File: src/hdl/sd_clk_pkg.sv
/*
 * SD clock package
 * Divider width and the strobe bundle that the SD clock generator
 * hands to the data path
 */

package sd_clk_pkg;

  // Default width of the clock divider value
  localparam int DivWidth = 8;

  // One clk_i pulse per SD clock edge
  typedef struct packed {
    // Cycle that ends with the SD clock rising
    logic en_p;
    // Cycle that ends with the SD clock falling
    logic en_n;
    // Divider is zero, SD clock is clk_i itself
    logic div_1;
  } sd_clk_en_t;

endpackage

File: src/hdl/sd_dat_pkg.sv
/*
 * SD DAT write package
 * Block-write states, bus configuration and the status bundle
 * reported back to the host side
 */

package sd_dat_pkg;

  // Default width of the block size in bytes
  localparam int MaxBlockBitSize = 10;

  typedef enum logic [3:0] {
    READY,
    START_BIT,
    DAT,
    CRC,
    END_BIT,
    BUS_SWITCH,
    STATUS_START_BIT,
    STATUS,
    STATUS_END_BIT,
    BUSY,
    DONE
  } dat_tx_state_e;

  typedef struct packed {
    logic                       bus_width_is_4;
    logic [MaxBlockBitSize-1:0] block_size;  // bytes
  } sd_bus_cfg_t;

  typedef struct packed {
    logic waiting;
    logic done;
    logic crc_err;
    logic end_bit_err;
  } sd_dat_status_t;

endpackage

File: src/hdl/sd_clk_gen.sv
/*
 * SD clock generator
 * Divides clk_i into the card clock and gives one-cycle strobes for
 * its rising and falling edges. A divider of zero passes clk_i through
 */

`timescale 1ns/1ps

module sd_clk_gen #(
  parameter int DivWidth = sd_clk_pkg::DivWidth
) (
  input  logic                   clk_i,
  input  logic                   rst_ni,
  input  logic [DivWidth-1:0]    clk_div_i,
  output logic                   sd_clk_o,
  output sd_clk_pkg::sd_clk_en_t clk_en_o
);
  import sd_clk_pkg::*;

  logic [DivWidth-1:0] count_q;
  logic                sd_clk_q;
  logic                div_1;
  logic                terminal;
  sd_clk_en_t          clk_en;

  assign div_1    = (clk_div_i == '0);
  // >= so a smaller divider written mid-count does not wrap
  assign terminal = (count_q >= clk_div_i);

  // Each SD clock half period is clk_div_i + 1 cycles of clk_i
  always_ff @(posedge clk_i) begin
    if (!rst_ni) begin
      count_q  <= '0;
      sd_clk_q <= 1'b0;
    end else if (div_1) begin
      count_q  <= '0;
      sd_clk_q <= 1'b0;
    end else if (terminal) begin
      count_q  <= '0;
      sd_clk_q <= ~sd_clk_q;
    end else begin
      count_q <= count_q + 1'b1;
    end
  end

  // Strobe sits in the cycle whose closing edge flips the SD clock
  assign clk_en.en_p  = div_1 | (terminal & ~sd_clk_q);
  assign clk_en.en_n  = div_1 | (terminal & sd_clk_q);
  assign clk_en.div_1 = div_1;

  assign clk_en_o = clk_en;
  assign sd_clk_o = div_1 ? clk_i : sd_clk_q;

endmodule

File: src/hdl/crc16_write.sv
/*
 * CRC16 for one DAT lane
 * CRC-CCITT (x^16+x^12+x^5+1, zero start) over the serial data,
 * then shifted out MSB first on request
 */

`timescale 1ns/1ps

module crc16_write (
  input  logic clk_i,
  input  logic rst_ni,
  input  logic sd_clk_en_i,
  input  logic shift_out_crc16_i,
  input  logic dat_ser_i,
  output logic crc_ser_o
);

  logic [15:0] crc_q;
  logic [15:0] crc_d;
  logic        feedback;

  assign feedback = dat_ser_i ^ crc_q[15];

  always_comb begin
    if (shift_out_crc16_i) begin
      // Zeros fill in, register is clear after 16 shifts
      crc_d = {crc_q[14:0], 1'b0};
    end else begin
      crc_d = {crc_q[14:0], 1'b0} ^ (feedback ? 16'h1021 : 16'h0000);
    end
  end

  always_ff @(posedge clk_i) begin
    if (!rst_ni) begin
      crc_q <= '0;
    end else if (sd_clk_en_i) begin
      crc_q <= crc_d;
    end
  end

  assign crc_ser_o = crc_q[15];

endmodule

File: src/hdl/dat_write.sv
/*
 * SD block writer
 * Sends one data block with start bit, per-lane CRC16 and end bit,
 * then reads the CRC status token on DAT0 and waits out card busy
 */

`timescale 1ns/1ps

module dat_write #(
  parameter int MaxBlockBitSize = sd_dat_pkg::MaxBlockBitSize
) (
  input  logic                       clk_i,
  input  logic                       rst_ni,
  input  sd_clk_pkg::sd_clk_en_t     clk_en_i,
  input  logic                       start_i,
  input  sd_dat_pkg::sd_bus_cfg_t    cfg_i,
  input  logic [31:0]                data_i,
  output logic                       next_word_o,
  input  logic                       dat0_i,
  output logic [3:0]                 dat_o,
  output logic                       dat_en_o,
  output sd_dat_pkg::sd_dat_status_t status_o
);
  import sd_dat_pkg::*;

  // Room for block_size * 8 + 16
  localparam int CounterWidth = MaxBlockBitSize + 4;

  // Drive enable and line values move together
  typedef struct packed {
    logic       en;
    logic [3:0] dat;
  } lane_t;

  localparam lane_t LaneIdle = '{en: 1'b0, dat: 4'b1111};

  dat_tx_state_e state_q, state_d;

  logic [CounterWidth-1:0]    counter_q, counter_d;
  logic [MaxBlockBitSize-1:0] block_size;
  logic [CounterWidth-1:0]    data_len;
  logic [CounterWidth-1:0]    last_dat;
  logic [CounterWidth-1:0]    last_crc;

  logic [31:0] buf_q, buf_d;

  // Status token from the card
  logic       tok_start_q, tok_start_d;
  logic       tok_end_q, tok_end_d;
  logic [2:0] token_q, token_d;

  lane_t      lane, lane_divn_q, lane_div1_q;
  logic       shift_out_crc;
  logic [3:0] crc;

  assign block_size = cfg_i.block_size[MaxBlockBitSize-1:0];
  assign data_len   = cfg_i.bus_width_is_4 ? CounterWidth'(block_size) << 1
                                           : CounterWidth'(block_size) << 3;
  assign last_dat   = data_len - CounterWidth'(1);
  assign last_crc   = data_len + CounterWidth'(15);

  always_comb begin
    state_d = state_q;
    unique case (state_q)
      READY:            if (start_i) state_d = START_BIT;
      START_BIT:        state_d = DAT;
      DAT:              if (counter_q == last_dat) state_d = CRC;
      CRC:              if (counter_q == last_crc) state_d = END_BIT;
      END_BIT:          state_d = BUS_SWITCH;
      BUS_SWITCH:       if (counter_q == CounterWidth'(1)) state_d = STATUS_START_BIT;
      STATUS_START_BIT: state_d = STATUS;
      STATUS:           if (counter_q == CounterWidth'(2)) state_d = STATUS_END_BIT;
      STATUS_END_BIT:   state_d = BUSY;
      BUSY:             if (dat0_i) state_d = DONE;
      DONE:             state_d = READY;
      default:          state_d = READY;
    endcase
  end

  // data_i holds word 0 when start is seen; a pulse marks a word taken
  always_comb begin
    lane          = LaneIdle;
    counter_d     = '0;
    buf_d         = buf_q;
    tok_start_d   = tok_start_q;
    tok_end_d     = tok_end_q;
    token_d       = token_q;
    next_word_o   = 1'b0;
    shift_out_crc = 1'b1;

    unique case (state_q)
      START_BIT: begin
        lane.en     = 1'b1;
        lane.dat    = cfg_i.bus_width_is_4 ? 4'b0000 : 4'b1110;
        buf_d       = data_i;
        tok_start_d = 1'b0;
        tok_end_d   = 1'b1;
        token_d     = '0;
      end
      DAT: begin
        counter_d     = counter_q + 1'b1;
        shift_out_crc = 1'b0;
        lane.en       = 1'b1;
        if (cfg_i.bus_width_is_4) begin
          // Two SD clocks per byte, high nibble first
          next_word_o = clk_en_i.en_p && (counter_q[2:0] == 3'd0);
          if (counter_q[2:0] == 3'd7) begin
            buf_d = data_i;
          end else if (counter_q[0]) begin
            buf_d = {8'h00, buf_q[31:8]};
          end
          lane.dat = counter_q[0] ? buf_q[3:0] : buf_q[7:4];
        end else begin
          // Eight SD clocks per byte on line 0
          next_word_o = clk_en_i.en_p && (counter_q[4:0] == 5'd0);
          if (counter_q[4:0] == 5'd31) begin
            buf_d = data_i;
          end else if (counter_q[2:0] == 3'd7) begin
            buf_d = {8'h00, buf_q[31:8]};
          end else begin
            buf_d[7:0] = {buf_q[6:0], 1'b0};
          end
          lane.dat = {3'b111, buf_q[7]};
        end
      end
      CRC: begin
        counter_d = counter_q + 1'b1;
        lane.en   = 1'b1;
        lane.dat  = cfg_i.bus_width_is_4 ? crc : {3'b111, crc[0]};
      end
      END_BIT: begin
        lane.en = 1'b1;
      end
      BUS_SWITCH: counter_d = counter_q + 1'b1;
      STATUS_START_BIT: tok_start_d = dat0_i;
      STATUS: begin
        counter_d = counter_q + 1'b1;
        token_d   = {token_q[1:0], dat0_i};
      end
      STATUS_END_BIT: tok_end_d = dat0_i;
      default: ;
    endcase
  end

  always_ff @(posedge clk_i) begin
    if (!rst_ni) begin
      state_q     <= READY;
      counter_q   <= '0;
      tok_start_q <= 1'b0;
      tok_end_q   <= 1'b1;
      token_q     <= 3'b010;
    end else if (clk_en_i.en_p) begin
      state_q     <= state_d;
      counter_q   <= counter_d;
      tok_start_q <= tok_start_d;
      tok_end_q   <= tok_end_d;
      token_q     <= token_d;
    end
  end

  always_ff @(posedge clk_i) begin
    if (clk_en_i.en_p) begin
      buf_q <= buf_d;
    end
  end

  // Lines change half an SD clock after the state
  always_ff @(posedge clk_i) begin
    if (!rst_ni) begin
      lane_divn_q <= LaneIdle;
    end else if (clk_en_i.en_n) begin
      lane_divn_q <= lane;
    end
  end

  // Divide-by-one has no falling strobe, use the clk_i falling edge
  always_ff @(negedge clk_i) begin
    if (!rst_ni) begin
      lane_div1_q <= LaneIdle;
    end else begin
      lane_div1_q <= lane;
    end
  end

  assign dat_o    = clk_en_i.div_1 ? lane_div1_q.dat : lane_divn_q.dat;
  assign dat_en_o = clk_en_i.div_1 ? lane_div1_q.en : lane_divn_q.en;

  assign status_o.waiting     = (state_q == BUSY);
  assign status_o.done        = (state_q == DONE) && clk_en_i.en_p;
  assign status_o.crc_err     = (token_q != 3'b010);
  assign status_o.end_bit_err = tok_start_q | ~tok_end_q;

  for (genvar i = 0; i < 4; i++) begin : g_crc
    crc16_write i_crc16_write (
      .clk_i             (clk_i),
      .rst_ni            (rst_ni),
      .sd_clk_en_i       (clk_en_i.en_p),
      .shift_out_crc16_i (shift_out_crc),
      .dat_ser_i         (lane.dat[i]),
      .crc_ser_o         (crc[i])
    );
  end

endmodule

File: src/hdl/sd_dat_tx_top.sv
/*
 * SD DAT write path top level
 * SD clock generator feeding the block writer
 */

`timescale 1ns/1ps

module sd_dat_tx_top #(
  parameter int MaxBlockBitSize = sd_dat_pkg::MaxBlockBitSize,
  parameter int DivWidth        = sd_clk_pkg::DivWidth
) (
  input  logic                       clk_i,
  input  logic                       rst_ni,
  input  logic [DivWidth-1:0]        clk_div_i,
  input  logic                       start_i,
  input  sd_dat_pkg::sd_bus_cfg_t    cfg_i,
  input  logic [31:0]                data_i,
  output logic                       next_word_o,
  input  logic                       dat0_i,
  output logic [3:0]                 dat_o,
  output logic                       dat_en_o,
  output logic                       sd_clk_o,
  output sd_dat_pkg::sd_dat_status_t status_o
);
  import sd_clk_pkg::*;

  sd_clk_en_t clk_en;

  sd_clk_gen #(
    .DivWidth (DivWidth)
  ) i_clk_gen (
    .clk_i     (clk_i),
    .rst_ni    (rst_ni),
    .clk_div_i (clk_div_i),
    .sd_clk_o  (sd_clk_o),
    .clk_en_o  (clk_en)
  );

  dat_write #(
    .MaxBlockBitSize (MaxBlockBitSize)
  ) i_dat_write (
    .clk_i       (clk_i),
    .rst_ni      (rst_ni),
    .clk_en_i    (clk_en),
    .start_i     (start_i),
    .cfg_i       (cfg_i),
    .data_i      (data_i),
    .next_word_o (next_word_o),
    .dat0_i      (dat0_i),
    .dat_o       (dat_o),
    .dat_en_o    (dat_en_o),
    .status_o    (status_o)
  );

endmodule

File: config.mk
export PLATFORM = sky130hd
export DESIGN_NAME = sd_dat_tx_top
export DESIGN_NICKNAME = d
export VERILOG_FILES = /design/src/hdl/sd_clk_pkg.sv /design/src/hdl/sd_dat_pkg.sv /design/src/hdl/sd_clk_gen.sv /design/src/hdl/crc16_write.sv /design/src/hdl/dat_write.sv /design/src/hdl/sd_dat_tx_top.sv
export SDC_FILE = /design/constraint.sdc
export NUM_CORES = 1
export LEC_CHECK = 0
export BUFFER_PORTS_ARGS = -buffer_cell sky130_fd_sc_hd__buf_2
export CAP_MARGIN = 10
export CORE_MARGIN = 3
export CORE_UTILIZATION = 38
export DETAILED_ROUTE_END_ITERATION = 8
export GPL_TIMING_DRIVEN = 0
export HOLD_SLACK_MARGIN = 0.02
export SETUP_SLACK_MARGIN = 0.02
export SLEW_MARGIN = 20
export SYNTH_ARGS = -nofsm -noshare
export SYNTH_HDL_FRONTEND = slang
export SYNTH_SLANG_ARGS = --single-unit
File: constraint.sdc
create_clock -name clk_i -period 5.44 [get_ports clk_i]
set_clock_uncertainty 0.15 [all_clocks]
set_input_delay 0.544 -clock clk_i [delete_from_list [all_inputs] [get_ports clk_i]]
set_output_delay 0.544 -clock clk_i [all_outputs]
set_load 0.005 [all_outputs]
==> impl_table.tex, run 1 <==
\begin{tabular}{lr}
\hline
Metric & Value \\
\hline
\multicolumn{2}{l}{\textbf{Outcome}} \\
\quad Outcome & complete, no violations \\
\multicolumn{2}{l}{\textbf{Finish}} \\
\quad Antenna cells & 0 \\
\quad Final core occ & 0.4583 \\
\quad Reg area & about 3100 sq um \\
\quad Nets@finish & 993 \\
\quad Cell area after layout & between 8000 and 9000 sq um \\
\quad Layout cells sized above 1 & 0.1349 \\
\quad Number of fill cells in the layout & between 1.5k and 2k \\
\quad Number of standard cells in the layout, taps in and fillers out & about 1.2k \\
\quad Area added between synthesis and finish & 17.26\% \\
\quad Area of the multi-input gates & about 3700 sq um \\
\multicolumn{2}{l}{\textbf{Logic synthesis}} \\
\quad Post-synthesis sequential area ratio & 0.4332 \\
\quad Count of warnings emitted by yosys & 0 \\
\quad Number of synthesized flops with an enable pin & 32 \\
\quad Xor/xnor share of the synthesized area & 0.06769 \\
\quad Post-Synth Adder-Cell Area & 0.02813 \\
\quad Post-Syn Instances & 835 \\
\quad Most instantiated flip-flop cell in the synthesis netlist & sky130\_fd\_sc\_hd\_\_dfxtp\_1 \\
\quad Ys async rst share & 0 \\
\quad Main combinational cell family by area after synthesis & simple AND/OR/NAND/NOR gates \\
\quad Multiplexer share of the synthesized area & 0.06013 \\
\quad Compound-gate portion of the synthesized area & 0.1384 \\
\quad Netlist Area Pre-Place & slightly above 7000 sq um \\
\quad Mean post-synth cell area & 8.523 sq um \\
\quad Count of unique library cells instantiated by Yosys & 60 \\
\quad Post-synthesis sequential element count & about 140 \\
\quad Simple logic cell fraction of the synthesized area & 0.2277 \\
\quad Number of nets produced by synthesis & just over 900 \\
\multicolumn{2}{l}{\textbf{STA}} \\
\quad Total Neg Setup Slack & 0 ns \\
\quad RSZ-0062 raised after global routing & false \\
\quad Setup violation total in the final timing report & 0 \\
\quad Worst setup slack after layout & 0.6648 ns \\
\quad Transition time of the tightest slew-check pin & roughly 0.68 ns \\
\quad Fin. max-slew vios & 0 \\
\quad Final-layout worst hold slack & between 0.2 and 0.25 ns \\
\quad Relative slew slack & 0.5447 \\
\quad Final hold vios & 0 \\
\multicolumn{2}{l}{\textbf{Clocking}} \\
\quad Number of buffers created by CTS & 17 \\
\quad H-tree depth & 4 \\
\quad Maximum clock path buffer count & 2 \\
\quad CTS Hold Bufs & 0 \\
\quad Insertion delay of the later-clocked pin in the worst-skew pair & around 0.42 ns \\
\quad TritonCTS clock tree & built \\
\quad Number of buffers added for setup after CTS & 0 \\
\quad Number of gates given a new drive strength after cts & 0 \\
\quad Clk slew on worst S/H paths & about 0.06 ns \\
\quad CTS root buffer & sky130\_fd\_sc\_hd\_\_clkbuf\_16 \\
\multicolumn{2}{l}{\textbf{Critical path}} \\
\quad Critical R2R Launch & i\_dat\_write.counter\_q[0] \\
\quad Critical path type & reg2reg \\
\quad Number of cells traversed by the worst register-to-register path & 5 \\
\quad Critical path origin & i\_dat\_write.counter\_q[0] \\
\quad CP required & roughly 2.9 ns \\
\quad Master of the slowest instance on the critical path & sky130\_fd\_sc\_hd\_\_a211oi\_1 \\
\quad Critical path cell sequence & clkbuf\_1 -> mux2i\_1 -> a21oi\_1 -> a211oi\_1 -> nand2\_1 \\
\quad Startpoint kind of the worst setup timing path & flip-flop \\
\quad Flop-to-flop setup slack & roughly 0.66 ns \\
\quad Crit path DAT & 2.22 ns \\
\quad Kind of end point of the critical path & flip-flop \\
\quad Gate family responsible for the most delay along the worst path & compound AO/OA/AOI/OAI gates \\
\quad Capture instance of the worst register-to-register path & i\_dat\_write.lane\_div1\_q[1] \\
\quad CP max FO & 7 \\
\quad Slowest Stage Delay on Critical Path & 0.50 ns \\
\quad CP Buf/Inv Count & 1 \\
\multicolumn{2}{l}{\textbf{Run}} \\
\quad Count of max-cap constraint violations & 0 \\
\multicolumn{2}{l}{\textbf{Drt}} \\
\quad Post-detailed-route wirelength per cell & approximately 15 um \\
\quad DR vias/cell & 5.193 \\
\quad Vias post-DR & between 6k and 7k \\
\quad Post-detailed-route DRC marker count & 0 \\
\quad Violation count after the first detailed-route iteration & $\sim$310 \\
\quad Pre-Repair DR Iteration Count & 5 \\
\quad Total Wirelength & between 15,000 and 20,000 um \\
\quad Post-route antenna net violation count & 0 \\
\multicolumn{2}{l}{\textbf{Die}} \\
\quad Total I/O pin count & 66 \\
\quad Rows & 49 \\
\quad Chip width & between 100 and 150 um \\
\quad Die area & slightly above 20,000 sq um \\
\quad Die height & roughly 140 um \\
\quad Floorplan Core Area & about 18,000 sq um \\
\quad Initial core utilization & 0.3908 \\
\multicolumn{2}{l}{\textbf{GRT}} \\
\quad Antenna violations before repair & 0 \\
\quad Via count of the first global-routing pass & 5,794 \\
\quad Pin count of the biggest net entering global routing & 17 \\
\quad Global routing usage summed across all routing layers & 0.1775 \\
\quad Overflow left after global routing & 0 \\
\quad First-pass GRT wire length & a little under 30,000 um \\
\multicolumn{2}{l}{\textbf{Worst hold path}} \\
\quad Hold Path Stages & 2 \\
\quad Min-delay worst type & in2reg \\
\quad Worst Hold Launch & data\_i[24] \\
\quad Endpoint with the worst hold slack & i\_dat\_write.buf\_q[24] \\
\multicolumn{2}{l}{\textbf{Place}} \\
\quad Instance area at placement & $\sim$7700 sq um \\
\quad Number of buffers inserted by port buffering & 60 \\
\quad Half-perimeter wire length of the detailed placement result & roughly 12,000 um \\
\quad Routability Congestion & approximately 0.85 \\
\quad Cell Count Post-Placement & roughly 1.1k \\
\quad Setup slack after placement & $\sim$0.37 ns \\
\multicolumn{2}{l}{\textbf{Pwr}} \\
\quad Leakage component of the power & approximately 3.0 nW \\
\quad Power density normalized to cell area & 288.1 nW/um\^{}2 \\
\quad Largest voltage drop on the vdd net & between 0.0002 and 0.00025 V \\
\quad Post-route total power & roughly 2.4 mW \\
\hline
\end{tabular}
-- power breakdown --
part           switching [mW]  leakage, nW  internal [mW]
clock                   0.454        0.331          0.737
sequential            0.00406         1.14           1.05
combinational          0.0936         1.56         0.0626
total                   0.551         3.03           1.85
-- registers in the layout, indices dropped and copies added, names as in the netlist --
| register | cells |
|---|---|
| i_dat_write.g_crc.i_crc16_write.crc_q | 64 |
| i_clk_gen.sd_clk_q | 1 |
| i_dat_write.lane_divn_q | 5 |
| i_dat_write.state_q | 4 |
| i_dat_write.lane_div1_q | 5 |
| i_dat_write.tok_end_q | 1 |
| i_dat_write.counter_q | 14 |
| i_dat_write.tok_start_q | 1 |
| i_clk_gen.count_q | 8 |
| i_dat_write.token_q | 3 |
| i_dat_write.buf_q | 32 |
-- cells in the final DEF, fill, tap and decap left out, types with 23 or more instances in the layout --
cell type                  instances
sky130_fd_sc_hd__a21oi_1          76
sky130_fd_sc_hd__buf_2            66
sky130_fd_sc_hd__clkbuf_1         47
sky130_fd_sc_hd__dfxtp_1         106
sky130_fd_sc_hd__edfxtp_1         32
sky130_fd_sc_hd__nand2_1         155
sky130_fd_sc_hd__nand3_1          30
sky130_fd_sc_hd__nor2_1           65
sky130_fd_sc_hd__o21ai_0          23
sky130_fd_sc_hd__xnor2_1          30
sky130_fd_sc_hd__xor2_1           25
-- how the worst max path moves through the flow --
stage	end	slack, ns	depth (start not counted)
after detailed placement	i_dat_write.lane_div1_q[3]	0.37	6
after CTS	i_dat_write.lane_div1_q[0]	0.67	5
after global placement	i_dat_write.buf_q[15]	-0.09	10
final	i_dat_write.lane_div1_q[1]	0.66	5
after global routing	i_dat_write.lane_div1_q[1]	0.57	5
after floorplan	i_dat_write.lane_div1_q[3]	0.83	6
-- layout make-up --
| class | instances | area share |
|---|---|---|
| Buffer | 61 | 0.03013 |
| Clock buffer | 21 | 0.05427 |
| Clock inverter | 17 | 0.01994 |
| Inverter | 17 | 0.007646 |
| Multi-Input combinational cell | 618 | 0.4457 |
| Sequential cell | 138 | 0.3694 |
| Tap cell | 229 | 0.03433 |
| Timing Repair Buffer | 62 | 0.03853 |
-- cell usage after synthesis, drive strengths merged (2+ instances only) --
library cell | instances | area (sq um)
nand3b | 3 | 22.52
a21o | 2 | 15.01
nand2b | 9 | 56.30
edfxtp | 32 | 960.9
xnor2 | 30 | 262.8
mux2 | 22 | 247.7
nor4 | 10 | 62.56
xor2 | 25 | 219.0
o2111ai | 3 | 26.28
o211a | 4 | 40.04
dfxtp | 106 | 2122
clkbuf | 46 | 172.7
ha | 16 | 200.2
buf | 15 | 78.83
o21ai | 24 | 120.1
nand3 | 30 | 150.1
nor3 | 12 | 60.06
a21oi | 76 | 380.4
nor2 | 65 | 244.0
a21boi | 2 | 15.01
nor3b | 5 | 37.54
o31ai | 3 | 22.52
nor4bb | 2 | 20.02
or3 | 4 | 25.02
nor4b | 7 | 61.31
nor2b | 4 | 25.02
and2 | 14 | 87.58
a211oi | 15 | 112.6
inv | 18 | 67.56
and3b | 2 | 17.52
a31oi | 4 | 25.02
nand4 | 7 | 43.79
nand2 | 155 | 581.8
o211ai | 3 | 22.52
and3 | 7 | 43.79
mux2i | 18 | 180.2
o21a | 6 | 45.04
a22oi | 7 | 52.55
or4 | 5 | 37.54
-- cell families (layout without fill, tap and decap cells) --
family	Yosys count	count (layout)
xor gates and xnor gates	55	55
buffers and inverters	79	178
muxes	40	40
DFF	138	138
adders and majority gates	16	16
AOI/OAI and AO/OA	161	161
and+or+nand+nor	346	346
-- routing by layer --
metal  vias up  global-route usage  wire length (um)
met2       144              0.2735              7638
met1      2788              0.2461              8493
met3        18             0.04119               865
met5         -                   0                 0
met4         0             0.05953               212
li1       3089                   -                 -
(Power assumes the default switching activity.)
==> run 2: changes to the inputs <==
--- a/config.mk
+++ b/config.mk
@@ -12,6 +12,8 @@
 export DETAILED_ROUTE_END_ITERATION = 8
 export GPL_TIMING_DRIVEN = 0
 export HOLD_SLACK_MARGIN = 0.02
+export PLACE_DENSITY = 0.56
+export REMOVE_ABC_BUFFERS = 1
 export SETUP_SLACK_MARGIN = 0.02
 export SLEW_MARGIN = 20
 export SYNTH_ARGS = -nofsm -noshare
==> impl_table.tex, run 2 (synthesized netlist as in run 1, its figures left out) <==
\begin{tabular}{lr}
\hline
Metric & Value \\
\hline
\multicolumn{2}{l}{\textbf{Critical path}} \\
\quad Capture instance of the worst register-to-register path & i\_dat\_write.lane\_div1\_q[0] \\
\quad Flop-to-flop setup slack & around 0.89 ns \\
\quad Startpoint kind of the worst setup timing path & primary input \\
\quad Critical R2R Launch & i\_dat\_write.counter\_q[0] \\
\quad Crit path DAT & approximately 2.0 ns \\
\quad Master of the slowest instance on the critical path & sky130\_fd\_sc\_hd\_\_buf\_2 \\
\quad Most Frequent Cell on Critical Path & sky130\_fd\_sc\_hd\_\_nand2\_1 \\
\quad Critical path type & in2reg \\
\quad CP required & $\sim$2.9 ns \\
\quad Number of cells traversed by the worst register-to-register path & 4 \\
\quad Slowest Stage Delay on Critical Path & around 0.66 ns \\
\quad Critical path cell sequence & buf\_2 -> nand2\_1 -> a311oi\_1 -> nand2\_1 \\
\quad CP max FO & a little over 50 \\
\quad Kind of end point of the critical path & flip-flop \\
\multicolumn{2}{l}{\textbf{Die}} \\
\quad Die height & between 100 and 150 um \\
\quad Die area & 20,410 sq um \\
\quad Rows & 49 \\
\quad Initial core utilization & 0.3908 \\
\quad Chip width & 142.9 um \\
\quad Total I/O pin count & 66 \\
\quad Floorplan Core Area & about 18,000 sq um \\
\multicolumn{2}{l}{\textbf{Outcome}} \\
\quad Outcome & complete, no violations \\
\multicolumn{2}{l}{\textbf{Worst hold path}} \\
\quad Hold Path Stages & 3 \\
\quad Min-delay worst type & in2reg \\
\quad Endpoint with the worst hold slack & i\_dat\_write.buf\_q[3] \\
\quad Worst Hold Launch & data\_i[3] \\
\multicolumn{2}{l}{\textbf{Finish}} \\
\quad Largest registers & i\_dat\_write.g\_crc.i\_crc16\_write.crc\_q: 64 flops, i\_dat\_write.buf\_q: 32 flops, i\_dat\_write.counter\_q: 14 flops \\
\quad Antenna cells & 0 \\
\quad Most flops, register & i\_dat\_write.g\_crc.i\_crc16\_write.crc\_q \\
\quad Final core occ & 0.4490 \\
\quad Area added between synthesis and finish & 14.87\% \\
\quad Max reg flops & between 60 and 70 \\
\quad Commonest non-fill, non-tap cell in the layout & sky130\_fd\_sc\_hd\_\_nand2\_1 \\
\quad Number of standard cells in the layout, taps in and fillers out & approximately 1.1k \\
\quad Nets@finish & 939 \\
\quad Layout cells sized above 1 & 0.1464 \\
\quad Commonest non-fill, non-tap cells in the layout & sky130\_fd\_sc\_hd\_\_nand2\_1, sky130\_fd\_sc\_hd\_\_dfxtp\_1, sky130\_fd\_sc\_hd\_\_a21oi\_1 \\
\multicolumn{2}{l}{\textbf{GRT}} \\
\quad Antenna violations before repair & 1 \\
\quad First-pass GRT wire length & between 20,000 and 30,000 um \\
\quad Via count of the first global-routing pass & between 5k and 6k \\
\quad Global routing usage summed across all routing layers & 0.1630 \\
\quad Pin count of the biggest net entering global routing & 72 \\
\quad Overflow left after global routing & 0 \\
\multicolumn{2}{l}{\textbf{Clocking}} \\
\quad Maximum clock path buffer count & 2 \\
\quad H-tree depth & 4 \\
\quad Number of gates given a new drive strength after cts & 0 \\
\quad CTS root buffer & sky130\_fd\_sc\_hd\_\_clkbuf\_16 \\
\quad Clk slew on worst S/H paths & 0.06 ns \\
\quad Number of buffers created by CTS & 17 \\
\quad Number of buffers added for setup after CTS & 0 \\
\quad CTS Hold Bufs & 0 \\
\quad Insertion delay of the later-clocked pin in the worst-skew pair & $\sim$0.42 ns \\
\quad TritonCTS clock tree & built \\
\multicolumn{2}{l}{\textbf{STA}} \\
\quad RSZ-0062 raised after global routing & false \\
\quad Setup violation total in the final timing report & 0 \\
\quad Transition time of the tightest slew-check pin & approximately 1 ns \\
\quad Final-layout worst hold slack & 0.2393 ns \\
\quad Relative slew slack & 0.3373 \\
\quad Fin. max-slew vios & 0 \\
\quad Worst setup slack after layout & approximately 0.89 ns \\
\quad Final hold vios & 0 \\
\multicolumn{2}{l}{\textbf{Drt}} \\
\quad Post-detailed-route wirelength per cell & 14.25 um \\
\quad DR vias/cell & 5.209 \\
\quad Post-detailed-route DRC marker count & 0 \\
\quad Violation count after the first detailed-route iteration & 273 \\
\quad Vias post-DR & 5,782 \\
\quad Total Wirelength & 15,820 um \\
\quad Post-route antenna net violation count & 0 \\
\quad Pre-Repair DR Iteration Count & 5 \\
\multicolumn{2}{l}{\textbf{Run}} \\
\quad Count of max-cap constraint violations & 0 \\
\multicolumn{2}{l}{\textbf{Place}} \\
\quad Cell Count Post-Placement & 1,073 \\
\quad Number of buffers inserted by port buffering & 65 \\
\quad Routability Congestion & about 0.81 \\
\quad Setup slack after placement & about 0.42 ns \\
\quad Half-perimeter wire length of the detailed placement result & roughly 11,000 um \\
\multicolumn{2}{l}{\textbf{Pwr}} \\
\quad Leakage component of the power & $\sim$3 nW \\
\quad Power density normalized to cell area & 288.0 nW/um\^{}2 \\
\quad Largest voltage drop on the vdd net & 0.0002106 V \\
\hline
\end{tabular}
[run 2: per-stage QoR]
step	setup TNS [ns]	area (sq um)	power, mW
global placement	-51.85	7477	1.232
global route	0	8175	2.455
finish	0	8175	2.354
floorplan	0	6865	1.171
CTS	0	8175	2.386
detailed placement	0	7576	1.235
[run 2: area by class of cell]
class                      instances  area [sq um]
tap                              229         286.5
timing repair buffer              69         401.6
inverter                          17         66.31
clock buffer                      20         447.9
sequential                       138          3083
fill                            1800         10030
clock inverter                    19         160.2
multi-input combinational        618          3730
[run 2: metal layers]
metal	GRT usage	part of all wire	vias to the layer above
li1	-	-	2970
met5	0	0.0011	-
met2	0.2451	0.45	95
met3	0.03449	0.035	21
met1	0.2289	0.50	2694
met4	0.06553	0.019	2
[run 2: how the worst max path moves through the flow]
stage               slack (ns)  cells after the start                         end                  startpoint
floorplan                 0.46                      7       i_dat_write.buf_q[10]                clk_div_i[6]
global placement         -1.93                      6       i_dat_write.buf_q[24]                clk_div_i[0]
detailed placement        0.42                      4  i_dat_write.lane_div1_q[3]                   cfg_i[10]
CTS                       0.87                      2                    dat_en_o  i_dat_write.lane_div1_q[4]
global route              0.68                      4  i_dat_write.lane_div1_q[3]                   cfg_i[10]
finish                    0.89                      4  i_dat_write.lane_div1_q[3]                   cfg_i[10]
[run 2: worst max-delay path, delay by kind of cell]
kind            cells  cell delay (ns)
buf+inv             1             0.66
compound gates      1             0.45
simple gates        2             0.30
[run 2: where the power goes]
group | leakage (nW) | internal (mW) | switching, mW | total [mW]
clock | 0.335 | 0.710 | 0.439 | 1.15
combinational | 1.51 | 0.0591 | 0.0866 | 0.146
sequential | 1.14 | 1.05 | 0.00684 | 1.06
total | 2.99 | 1.82 | 0.532 | 2.35
